## src/design/adc_bus_pkg.sv

```systemverilog
// Bus address layout, command codes and identification constant
package adc_bus_pkg;

  // Parallel bus widths
  localparam int addr_width = 19;
  localparam int data_width = 16;

  // --------------------
  // Address fields
  // --------------------
  // Command nibble at the bottom of the address
  localparam int cmd_lsb = 0;
  localparam int cmd_msb = 3;
  // Channel select nibble
  localparam int chan_lsb = 4;
  localparam int chan_msb = 7;
  // Block offset, bit 8 up to the top address bit
  localparam int offset_lsb = 8;

  // --------------------
  // Command codes
  // --------------------
  localparam logic [3:0] cmd_overflow = 4'h1;
  localparam logic [3:0] cmd_divide   = 4'h2;
  localparam logic [3:0] cmd_program  = 4'h4;
  localparam logic [3:0] cmd_sample   = 4'h7;
  localparam logic [3:0] cmd_sequence = 4'h8;
  localparam logic [3:0] cmd_id       = 4'h9;
  localparam logic [3:0] cmd_busy     = 4'hA;

  // Fixed word returned by an ID read
  localparam logic [15:0] id_value = 16'h0ADC;

endpackage

```

## src/design/adc_frame_pkg.sv

```systemverilog
// Serial frame width, received channel field and program flag bit
package adc_frame_pkg;

  // --------------------
  // Serial frame
  // --------------------
  // One frame is 16 serial clock periods long
  localparam int frame_width = 16;

  // Received frames carry their channel number in the top bits,
  // from this bit up to frame_width-1
  localparam int frame_chan_lsb = 13;

  // --------------------
  // Program word
  // --------------------
  // Set in a program word when it should be shifted out to the chip
  localparam int program_flag_bit = 15;

endpackage

```

## src/design/adc_bus_regs.sv

```systemverilog
// Bus decode, program word, divide value and per-channel overflow registers
`timescale 1ns/1ns

module adc_bus_regs #(
  parameter int position     = 0,
  parameter int num_channels = 8
) (
  input  logic                                 clk,
  input  logic                                 reset,
  input  logic [adc_bus_pkg::addr_width-1:0]   addr,
  input  logic [adc_bus_pkg::data_width-1:0]   data_in,
  input  logic                                 enable,
  input  logic                                 re,
  input  logic                                 wr,
  input  logic                                 busy,
  input  logic                                 program_taken,
  output logic [adc_bus_pkg::data_width-1:0]   program_word,
  output logic                                 program_pending,
  output logic [adc_bus_pkg::data_width-1:0]   divide_value,
  output logic [num_channels*adc_bus_pkg::data_width-1:0] overflow_values,
  output logic                                 read_strobe,
  output logic [adc_bus_pkg::cmd_msb-adc_bus_pkg::cmd_lsb:0]   read_cmd,
  output logic [adc_bus_pkg::chan_msb-adc_bus_pkg::chan_lsb:0] read_chan
);

  logic offset_match;
  logic hit;
  logic program_write;
  logic overflow_write;
  logic divide_write;

  // --------------------
  // Decode
  // --------------------
  // Block selected only when the offset field equals our position
  assign offset_match = (int'(addr[adc_bus_pkg::addr_width-1:adc_bus_pkg::offset_lsb])
                         == position);
  assign hit = enable && offset_match;

  // Command and channel go straight on to the read side
  assign read_cmd    = addr[adc_bus_pkg::cmd_msb:adc_bus_pkg::cmd_lsb];
  assign read_chan   = addr[adc_bus_pkg::chan_msb:adc_bus_pkg::chan_lsb];
  assign read_strobe = hit && re;

  // Write strobes per command
  // Program word is locked while the engine runs a frame
  assign program_write  = hit && wr && !busy && (read_cmd == adc_bus_pkg::cmd_program);
  assign overflow_write = hit && wr && (read_cmd == adc_bus_pkg::cmd_overflow);
  assign divide_write   = hit && wr && (read_cmd == adc_bus_pkg::cmd_divide);

  // --------------------
  // Registers
  // --------------------
  always_ff @(posedge clk) begin
    if (reset) begin
      program_word    <= '0;
      program_pending <= 1'b0;
      divide_value    <= '0;
      overflow_values <= '0;
    end else begin
      if (program_write) begin
        program_word <= data_in;
      end
      // A fresh write beats the engine taking the old word
      if (program_write) begin
        program_pending <= data_in[adc_frame_pkg::program_flag_bit];
      end else if (program_taken) begin
        program_pending <= 1'b0;
      end
      if (divide_write) begin
        divide_value <= data_in;
      end
      // Channels past num_channels are simply not stored
      for (int i = 0; i < num_channels; i++) begin
        if (overflow_write && (int'(read_chan) == i)) begin
          overflow_values[i*adc_bus_pkg::data_width +: adc_bus_pkg::data_width] <= data_in;
        end
      end
    end
  end

  // Engine may only take a program word that this block marked pending
  assert property (@(posedge clk) disable iff (reset) program_taken |-> program_pending)
    else $error("program word taken with nothing pending");

endmodule

```

## src/design/adc_serial_engine.sv

```systemverilog
// Serial clock divider, frame FSM, program shift-out and result shift-in
`timescale 1ns/1ns

module adc_serial_engine (
  input  logic                                  clk,
  input  logic                                  reset,
  input  logic [adc_bus_pkg::data_width-1:0]    divide_value,
  input  logic [adc_frame_pkg::frame_width-1:0] program_word,
  input  logic                                  program_pending,
  input  logic                                  adc_dout,
  output logic                                  program_taken,
  output logic                                  busy,
  output logic                                  frame_valid,
  output logic [adc_frame_pkg::frame_width-1:0] frame_data,
  output logic                                  cs,
  output logic                                  adc_sclk,
  output logic                                  adc_din
);

  localparam int fw = adc_frame_pkg::frame_width;

  // FSM encoding
  localparam logic [1:0] st_idle    = 2'd0;
  localparam logic [1:0] st_program = 2'd1;
  localparam logic [1:0] st_receive = 2'd2;
  localparam logic [1:0] st_deliver = 2'd3;

  logic [adc_bus_pkg::data_width-1:0] tick_cnt;
  logic                               tick;
  logic [1:0]                         state;
  logic [3:0]                         bit_cnt;
  logic [fw-1:0]                      shift_out;
  logic [fw-1:0]                      shift_in;
  logic                               in_frame;
  logic                               sclk_rise;
  logic                               sclk_fall;
  logic [4:0]                         sclk_periods;

  // --------------------
  // Half period ticks
  // --------------------
  // Free running, one tick every divide_value+1 cycles
  // >= so a smaller divide written mid-count still ticks
  assign tick = (tick_cnt >= divide_value);

  always_ff @(posedge clk) begin
    if (reset || tick) begin
      tick_cnt <= '0;
    end else begin
      tick_cnt <= tick_cnt + 1'b1;
    end
  end

  assign in_frame  = (state == st_program) || (state == st_receive);
  assign sclk_rise = tick && in_frame && !adc_sclk;
  assign sclk_fall = tick && in_frame && adc_sclk;

  assign busy       = (state != st_idle);
  assign adc_din    = shift_out[fw-1];
  assign frame_data = shift_in;
  // Taken in the same cycle the program frame starts
  assign program_taken = (state == st_idle) && tick && program_pending;

  // --------------------
  // Frame FSM
  // --------------------
  always_ff @(posedge clk) begin
    if (reset) begin
      state       <= st_idle;
      cs          <= 1'b1;
      adc_sclk    <= 1'b0;
      bit_cnt     <= '0;
      shift_out   <= '0;
      shift_in    <= '0;
      frame_valid <= 1'b0;
    end else begin
      frame_valid <= 1'b0;
      case (state)
        // Idle half period with cs high, then pick the frame type
        st_idle: begin
          if (tick) begin
            cs      <= 1'b0;
            bit_cnt <= '0;
            if (program_pending) begin
              state     <= st_program;
              shift_out <= program_word;
            end else begin
              state <= st_receive;
            end
          end
        end
        st_program, st_receive: begin
          if (sclk_rise) begin
            adc_sclk <= 1'b1;
            // Chip output is stable around our rising edge
            if (state == st_receive) begin
              shift_in <= {shift_in[fw-2:0], adc_dout};
            end
          end else if (sclk_fall) begin
            adc_sclk <= 1'b0;
            // Next program bit after each falling edge, MSB first
            shift_out <= {shift_out[fw-2:0], 1'b0};
            bit_cnt   <= bit_cnt + 1'b1;
            if (bit_cnt == 4'd15) begin
              cs    <= 1'b1;
              state <= (state == st_receive) ? st_deliver : st_idle;
            end
          end
        end
        // One cycle to hand the result frame on
        st_deliver: begin
          frame_valid <= 1'b1;
          state       <= st_idle;
        end
        default: begin
          state <= st_idle;
        end
      endcase
    end
  end

  // --------------------
  // Frame length check
  // --------------------
  // Serial periods seen while cs is low
  always_ff @(posedge clk) begin
    if (reset || cs) begin
      sclk_periods <= '0;
    end else if (sclk_rise) begin
      sclk_periods <= sclk_periods + 1'b1;
    end
  end

  assert property (@(posedge clk) disable iff (reset) $rose(cs) |-> (sclk_periods == 5'd16))
    else $error("cs low for %0d serial periods", sclk_periods);

  // Result handed on once in the cycle after cs rises
  assert property (@(posedge clk) disable iff (reset)
                   frame_valid |-> $past(cs) && !$past(cs, 2))
    else $error("frame_valid not a single pulse right after cs rises");

endmodule

```

## src/design/adc_channel_hold.sv

```systemverilog
// Per-channel latest frame, rate counters, sample and sequence registers
`timescale 1ns/1ns

module adc_channel_hold #(
  parameter int num_channels = 8
) (
  input  logic                                               clk,
  input  logic                                               reset,
  input  logic                                               frame_valid,
  input  logic [adc_frame_pkg::frame_width-1:0]              frame_data,
  input  logic [num_channels*adc_bus_pkg::data_width-1:0]    overflow_values,
  output logic [num_channels*adc_frame_pkg::frame_width-1:0] sample_values,
  output logic [num_channels*adc_bus_pkg::data_width-1:0]    sequence_values
);

  localparam int fw = adc_frame_pkg::frame_width;
  localparam int dw = adc_bus_pkg::data_width;

  // Channel number carried in the top bits of each frame
  logic [fw-1-adc_frame_pkg::frame_chan_lsb:0] frame_chan;

  assign frame_chan = frame_data[fw-1:adc_frame_pkg::frame_chan_lsb];

  // --------------------
  // One slot per channel
  // --------------------
  for (genvar c = 0; c < num_channels; c++) begin : g_chan
    logic [fw-1:0] latest;
    logic [dw-1:0] rate_cnt;
    logic [dw-1:0] overflow;
    logic [fw-1:0] sample;
    logic [dw-1:0] seq_num;

    assign overflow = overflow_values[c*dw +: dw];

    always_ff @(posedge clk) begin
      if (reset) begin
        latest   <= '0;
        rate_cnt <= '0;
        sample   <= '0;
        seq_num  <= '0;
      end else begin
        // Newer frame overwrites an unpublished one
        if (frame_valid && (int'(frame_chan) == c)) begin
          latest <= frame_data;
        end
        // Publish every overflow+1 cycles
        if (rate_cnt == overflow) begin
          rate_cnt <= '0;
          sample   <= latest;
          seq_num  <= seq_num + 1'b1;
        end else begin
          rate_cnt <= rate_cnt + 1'b1;
        end
      end
    end

    assign sample_values[c*fw +: fw]   = sample;
    assign sequence_values[c*dw +: dw] = seq_num;
  end

endmodule

```

## src/design/adc_readback.sv

```systemverilog
// Registered read multiplexer for samples, sequence numbers, ID and busy
`timescale 1ns/1ns

module adc_readback #(
  parameter int num_channels = 8
) (
  input  logic                                               clk,
  input  logic                                               reset,
  input  logic                                               read_strobe,
  input  logic [adc_bus_pkg::cmd_msb-adc_bus_pkg::cmd_lsb:0]   read_cmd,
  input  logic [adc_bus_pkg::chan_msb-adc_bus_pkg::chan_lsb:0] read_chan,
  input  logic [num_channels*adc_frame_pkg::frame_width-1:0] sample_values,
  input  logic [num_channels*adc_bus_pkg::data_width-1:0]    sequence_values,
  input  logic                                               busy,
  output logic [adc_bus_pkg::data_width-1:0]                 data_out
);

  localparam int fw = adc_frame_pkg::frame_width;
  localparam int dw = adc_bus_pkg::data_width;

  logic chan_ok;

  // Channels we do not have read as zero
  assign chan_ok = (int'(read_chan) < num_channels);

  // --------------------
  // Read register
  // --------------------
  // Zero on every cycle without a read
  always_ff @(posedge clk) begin
    if (reset) begin
      data_out <= '0;
    end else begin
      data_out <= '0;
      if (read_strobe) begin
        case (read_cmd)
          adc_bus_pkg::cmd_sample:   if (chan_ok) data_out <= sample_values[read_chan*fw +: fw];
          adc_bus_pkg::cmd_sequence: if (chan_ok) data_out <= sequence_values[read_chan*dw +: dw];
          adc_bus_pkg::cmd_id:       data_out <= adc_bus_pkg::id_value;
          adc_bus_pkg::cmd_busy:     data_out <= {{(dw-1){1'b0}}, busy};
          default:                   data_out <= '0;
        endcase
      end
    end
  end

endmodule

```

## src/design/adc_control.sv

```systemverilog
// ADC controller top level with bus registers, serial engine, channel hold and readback
`timescale 1ns/1ns

module adc_control #(
  parameter int position     = 0,
  parameter int num_channels = 8
) (
  input  logic                               clk,
  input  logic                               reset,
  // Parallel bus
  input  logic [adc_bus_pkg::addr_width-1:0] addr,
  input  logic [adc_bus_pkg::data_width-1:0] data_in,
  input  logic                               enable,
  input  logic                               re,
  input  logic                               wr,
  output logic [adc_bus_pkg::data_width-1:0] data_out,
  // Serial ADC
  output logic                               cs,
  output logic                               adc_sclk,
  output logic                               adc_din,
  input  logic                               adc_dout
);

  localparam int dw = adc_bus_pkg::data_width;
  localparam int fw = adc_frame_pkg::frame_width;

  // Bus side to engine
  logic [dw-1:0] program_word;
  logic          program_pending;
  logic [dw-1:0] divide_value;
  logic          program_taken;
  logic          busy;
  // Engine to channel hold
  logic          frame_valid;
  logic [fw-1:0] frame_data;
  // Rates in, published values out
  logic [num_channels*dw-1:0] overflow_values;
  logic [num_channels*fw-1:0] sample_values;
  logic [num_channels*dw-1:0] sequence_values;
  // Read request
  logic                                                 read_strobe;
  logic [adc_bus_pkg::cmd_msb-adc_bus_pkg::cmd_lsb:0]   read_cmd;
  logic [adc_bus_pkg::chan_msb-adc_bus_pkg::chan_lsb:0] read_chan;

  // --------------------
  // Blocks
  // --------------------
  adc_bus_regs #(.position(position), .num_channels(num_channels)) u_bus_regs (
    .clk, .reset, .addr, .data_in, .enable, .re, .wr, .busy, .program_taken,
    .program_word, .program_pending, .divide_value, .overflow_values,
    .read_strobe, .read_cmd, .read_chan
  );

  adc_serial_engine u_engine (
    .clk, .reset, .divide_value, .program_word, .program_pending, .adc_dout,
    .program_taken, .busy, .frame_valid, .frame_data, .cs, .adc_sclk, .adc_din
  );

  adc_channel_hold #(.num_channels(num_channels)) u_channel_hold (
    .clk, .reset, .frame_valid, .frame_data, .overflow_values,
    .sample_values, .sequence_values
  );

  adc_readback #(.num_channels(num_channels)) u_readback (
    .clk, .reset, .read_strobe, .read_cmd, .read_chan,
    .sample_values, .sequence_values, .busy, .data_out
  );

endmodule

```

## config.mk

```make
export PLATFORM = sky130hd
export DESIGN_NAME = adc_control
export DESIGN_NICKNAME = d
export VERILOG_FILES = /design/src/design/adc_bus_pkg.sv /design/src/design/adc_frame_pkg.sv /design/src/design/adc_bus_regs.sv /design/src/design/adc_serial_engine.sv /design/src/design/adc_channel_hold.sv /design/src/design/adc_readback.sv /design/src/design/adc_control.sv
export SDC_FILE = /design/constraint.sdc
export NUM_CORES = 2
export LEC_CHECK = 0
export ABC_AREA = 1
export BUFFER_PORTS_ARGS = -buffer_cell sky130_fd_sc_hd__buf_2
export CAP_MARGIN = 40
export CORE_MARGIN = 2
export CORE_UTILIZATION = 55
export CTS_BUF_LIST = sky130_fd_sc_hd__clkbuf_4 sky130_fd_sc_hd__clkbuf_8 sky130_fd_sc_hd__clkbuf_16
export DETAILED_ROUTE_END_ITERATION = 8
export PLACE_DENSITY = 0.77
export SYNTH_ARGS = -nofsm -noshare
export SYNTH_HDL_FRONTEND = slang
export SYNTH_SLANG_ARGS = --single-unit
```

## constraint.sdc

```tcl
create_clock -name clk -period 2.7 [get_ports clk]
set_input_delay 0.54 -clock clk [delete_from_list [all_inputs] [get_ports clk]]
set_output_delay 0.54 -clock clk [all_outputs]
set_load 0.05 [all_outputs]
```

# == After elaboration in Yosys (flattened, before gate mapping) ==
# Cells that the tools add are included.
# word_totals
regBits,746
out_inout_bits,19
# op_classes
n_addsub,18
magnitude_cmp,2
n_eq_ne,38
shift,2
muxes,29
bitwise,1
reduce_logical,56
# op_table
op,count
"16-bit by 1-bit adder with 16-bit output, second input constant",17
128-bit by 9-bit indexed part select with 16-bit output,2
16-bit equality test,8
16-bit 2-to-1 mux,6
16-bit one-hot mux with 4 select lines,1
"4-bit equality test, second input constant",8
16-bit one-hot mux with 2 select lines,1
1-bit logical AND,28
2-bit OR reduction,10
"4-bit by 3-bit equality test with 1-bit output, second input constant",4
16-bit >= comparator,1
"3-bit equality test, second input constant",4
2-bit 2-to-1 mux,6
4-bit 2-to-1 mux,3
11-bit logical NOT,1
5-bit AND reduction,2
1-bit 2-to-1 mux,9
"4-bit by 2-bit equality test with 1-bit output, second input constant",2
4-bit one-hot mux with 2 select lines,1
4-bit AND reduction,2
2-bit nonzero test,4
"3-bit by 2-bit equality test with 1-bit output, second input constant",2
"2-bit by 1-bit inequality test with 1-bit output, second input constant",3
2-bit one-hot mux with 3 select lines,1
other kinds (16),20

# == Logic depth before layout (Yosys ltp) ==
# logic_depth
word_depth,7
mapped_depth,16
depth_no_buf,15

# == By module ==
# A second synthesis with hierarchy kept.
# unflattened
hier_cells,5789
area_unflattened_um2,37248.2
# modules_own_cells
mod,n_inst,cells_per_inst,area_per_inst_um2
adc_channel_hold,1,3641,24116.9
adc_bus_regs,1,923,6536.3
adc_readback,1,752,3427.0
adc_serial_engine,1,473,3168.0

# == Least setup slack after synthesis ==
# No wires, ideal clock.
# synth_path
kind,register to register
start,register u_engine.state[0]
end,register u_engine.shift_out[10]
setup_time_ns,0.070
arrival_time_ns,1.874
t_required_ns,2.630
slack_ns,0.756
stages_incl_launch_ff,12
path_buffers,2
period_less_slack_ns,1.944
cell_sequence,dfxtp_1 -> inv_1 -> ha_1 -> buf_2 -> inv_1 -> nor2_1 -> inv_1 -> nand3_1 -> nor2_4 -> buf_4 -> nand2_1 -> a21oi_1
# synth_via
elab_chain_cells,6
word_cells_on_any_way,15
cone_classes,eq/ne (6); mux (1); reduce/logical (8)
# synth_lines
item,line,text
"start, declared",adc_serial_engine.sv:30,logic [1:0] state;
"start signal, assigned",adc_serial_engine.sv:69,state <= st_idle;
"start signal, assigned",adc_serial_engine.sv:85,state <= st_program;
"start signal, assigned",adc_serial_engine.sv:88,state <= st_receive;
2-bit by 1-bit equality test with 1-bit output / 2-bit equality test (equally long branches),adc_serial_engine.sv:54,assign in_frame = (state == st_program) || (state == st_receive);
1-bit logical OR (*),adc_serial_engine.sv:54,
net u_engine.in_frame,adc_serial_engine.sv:34,logic in_frame;
1-bit logical AND (*),"adc_serial_engine.sv:55, adc_serial_engine.sv:56",
"1-bit logical AND, on equally long branches","adc_serial_engine.sv:55, adc_serial_engine.sv:56",
2-bit inequality test (no source line) / 2-bit by 1-bit inequality test with 1-bit output (equally long branches),--,
5-bit AND reduction (no source line) (*),--,
"end signal, assigned",adc_serial_engine.sv:86,shift_out <= program_word;
"end signal, assigned",adc_serial_engine.sv:102,"shift_out <= {shift_out[fw-2:0], 1'b0};"
"end, declared",adc_serial_engine.sv:32,logic [fw-1:0] shift_out;
# The timed path passes the listed nets; every way through them passes the cells marked *.
# A chain may end at the register's enable or synchronous reset.

# == Worst setup path in the final report ==
# layout_path
start,register u_engine.tick_cnt[7] (netlist bit)
end,register u_engine.shift_out[1]
# layout_via
elab_chain_cells,5
word_cells_on_any_way,8
cone_classes,order compare (1); eq/ne (3); reduce/logical (4)
# layout_lines
item,line,text
"start, declared",adc_serial_engine.sv:28,logic [adc_bus_pkg::data_width-1:0] tick_cnt;
"start signal, assigned",adc_serial_engine.sv:50,tick_cnt <= tick_cnt + 1'b1;
16-bit >= comparator (*),adc_serial_engine.sv:44,assign tick = (tick_cnt >= divide_value);
1-bit logical AND,"adc_serial_engine.sv:55, adc_serial_engine.sv:56",
"1-bit logical AND, on equally long branches","adc_serial_engine.sv:55, adc_serial_engine.sv:56",
2-bit inequality test (no source line) / 2-bit by 1-bit inequality test with 1-bit output (equally long branches),--,
5-bit AND reduction (no source line) (*),--,
# Every way passes the cells marked *; elsewhere a longest branch is shown, timed or not.

==> impl_results.md <==
- Worst path top cell family by delay: simple AND/OR/NAND/NOR gates
- CTS tree: done
- Synth Area in Compound Gates: 16.9%
- Actual slew at the worst max-slew pin: 1.11 ns
- DIE HEIGHT: 249 microns
- Clk slew on worst S/H paths: 0.06 ns
- Worst Skew: 0.0394 ns
- Ant diodes: 0
- Pre-antenna DRT Iters: 6
- Routed wire length: 88,600 microns
- CP bufs+invs: 1
- Post-CTS sizing: 0
- PortBufs: 59
- Die X: 249 microns
- DRC viols: 0
- Worst R2R Path Depth: 12
- WP data required: 3.17 ns
- Largest net degree at the start of global routing: 212
- I/O pin total: 60
- WP depth: 12
- Antenna Nets Post-Route: 0
- Antenna violations before repair: 0
- Clock sinks: 746
- Final HPWL DP: 57,500 microns
- Post-CTS setup buffer count: 0
- #FFs+latches synth: 746
- Cell Rows: 89
- CTS root buffer: clkbuf_16
- Hold Violations, Final: 0
- Outcome: finished clean
- Cts bufs inserted: 79
- Final critical-path required period: 2.31 ns
- Post-Synth Simple-Gate Area: 22.9%
- Post-Synth Adder-Cell Area: 1.48%
- Starting Density: 55.7%
- Share of cells above drive strength 1: 7.32%
- Distinct cells, synth: 41
- Routability congestion estimate: 0.958
- Top cell by count, worst path: nand2_1
- Main combinational cell family by area after synthesis: simple AND/OR/NAND/NOR gates
- CP startpoint kind: register
- Final Cell Area: 0.0367 sq mm
- Die footprint: 0.0619 sq mm
- Power per cell area: 650 mW/mm^2
- CP cell instances: ha_1, nand2_1, inv_1, nand2_1, nor2_1, nor2_1, nand2_1, nand2_1, nand3_2, nand4_1, nand2_1, a21oi_1
- Syn Inst Count: 4,431
- Clock latency on the worst-skew pair: 0.65 ns
- Peak supply drop: 0.000454 V
- Iter 0 DRT Violations: 2,755
- Worst Path Max Fanout: 16
- Worst r2r src: u_engine.tick_cnt[7]$_SDFF_PP0_
- Final hold slack: 0.207 ns
- Power Total: 23,900 uW
- Htree depth: 3
- Placed Area: 0.0340 sq mm
- CP max-delay cell: nand4_1
- Layout area overhead: 11.4%
- Inst Count DP: 5,097
- First-pass GRT wire length: 142,000 microns
- WHS Path Cells: 3
- Final net count: 4,485
- YS warnings: 0
- Synth Net Count: 4,511
- Buffer depth of the longest clock path: 3
- XOR/XNOR Fraction of Synth Area: 5.95%
- Syn Std Cell Area: 0.0330 sq mm
- Vias per cell: 5.64
- Post-route setup TNS: 0 ns
- Fillcell total: 5,159
- Number of global-route vias before repair: 27.2k
- Routed vias: 29.6k
- Critical path type: register to register
- Most frequent cells in the layout: dfxtp_1, nand2_1, a21oi_1
- Hold-fix buffers at CTS: 0
- Leading cell type in the layout, fill and taps excluded: dfxtp_1
- Worst min path class: primary input to register
- Mux cell area share after synthesis: 0%
- Final slew viol count: 0
- Seq/Total Area, Yosys: 45.3%
- Final period util: 85.6%
- Fmax: 433 MHz
- Critical path endpoint category: register
- Critical path arrival: 2.78 ns
- Max incr delay on CP: 0.55 ns
- RSZ-0062 raised after global routing: false
- Worst Min Path Start: adc_dout
- Reg2Reg Setup Slack: 0.39 ns
- Number of max-cap violations: 0
- Non-filler cells, final: 5,241
- Syn avg cell area: 7.44 sq um
- Final setup viols: 0
- Headroom to the max-slew limit: 25.9%
- Routed len/inst: 16.9 microns
- CP Launch Point: u_engine.tick_cnt[7]$_SDFF_PP0_
- Leakage: 0.0136 uW
- Core area: 0.0591 sq mm
- Tot GR Track Use: 27.9%
- Global route overflow: 0
## flip-flops by register name, summed over array words and instances (netlist names)
signal and count:
u_engine.tick_cnt 16, u_engine.state 2, u_engine.frame_valid 1, u_channel_hold.g_chan.seq_num 128
u_bus_regs.divide_value 16, u_engine.frame_data 16, u_readback.data_out 16, u_engine.cs 1
u_bus_regs.program_pending 1, u_channel_hold.g_chan.latest 128, u_engine.shift_out 16, u_engine.bit_cnt 4
u_bus_regs.overflow_values 128, u_channel_hold.g_chan.rate_cnt 128, u_channel_hold.g_chan.sample 128, u_bus_regs.program_word 16
u_engine.adc_sclk 1
## final timing paths
path	endpoint
hold reg to reg	u_channel_hold.g_chan[0].latest[15]$_SDFFE_PP0P_
setup reg to reg	u_engine.shift_out[1]$_SDFFE_PP0P_
setup / recovery	u_engine.shift_out[1]$_SDFFE_PP0P_
hold / removal	u_engine.frame_data[0]$_SDFFE_PP0P_
## cell usage after synthesis (all sizes together)
library cell,count,area [sq um]
o21ai,378,1890
dfxtp,746,14900
nor4,36,231
a21boi,2,15.0
a31oi,3,18.8
nand3,251,1260
inv,379,1420
clkbuf,202,758
a21oi,499,2500
o211ai,21,158
o21bai,3,22.5
a22oi,38,285
buf,43,218
clkinv,14,52.6
xnor2,102,893
and3,8,50.1
nor3,121,622
nand3b,5,37.5
xor2,122,1070
o21a,4,30.0
a221oi,8,70.1
nor3b,34,255
a21o,2,15.0
o22ai,41,257
or2,19,119
a211oi,21,158
o221ai,17,149
nor2,485,1840
ha,39,488
nand2,716,2690
nand4,72,450
## report_power, final
part,switching (uW),internal [uW]
registers,97.8,11100
clock network,4610,6600
logic,1100,328
## tightest hold or removal path, delay by kind of cell
| kind | cells | cell delay (ns) |
|---|---|---|
| AOI/OAI and AO/OA | 2 | 0.19 |
| buffers and inverters | 1 | 0.07 |
## stage by stage
stage | setup WS (ns) | util [%]
floorplan | 0.756 | -
global placement | 0.373 | 57.5
detailed placement | 0.344 | 57.5
CTS | 0.384 | 62.1
global route | 0.0930 | 62.1
finish | 0.389 | 62.1
## final cells by class
cell class                 count  area (sq um)  area share [%]
multi-input combinational   3047         15600            42.5
sequential                   746         14900            40.7
clock buffer                 118          2450            6.66
inverter                     393          1480            4.04
timing repair buffer         138          1010            2.75
tap                          773           967            2.63
clock inverter                26           270           0.736
## cell families (layout without fill, tap and decap cells)
| kind of cell | after synthesis | in the layout |
|---|---|---|
| buffers and inverters | 638 | 675 |
| xor gates and xnor gates | 224 | 224 |
| DFF | 746 | 746 |
| and+or+nand+nor | 1747 | 1747 |
| adders and majority gates | 39 | 39 |
| AOI/OAI and AO/OA | 1037 | 1037 |
## routing by layer
layer  share of wire, %  global-route usage (%)  vias up
li1                   -                       -    14700
met1                 44                    37.2    13700
met2                 45                    45.1      958
met3                6.5                    4.04      219
met4                4.2                    12.4        0
met5                  0                       0        -
Note: power is estimated with default switching activity, not from simulation.
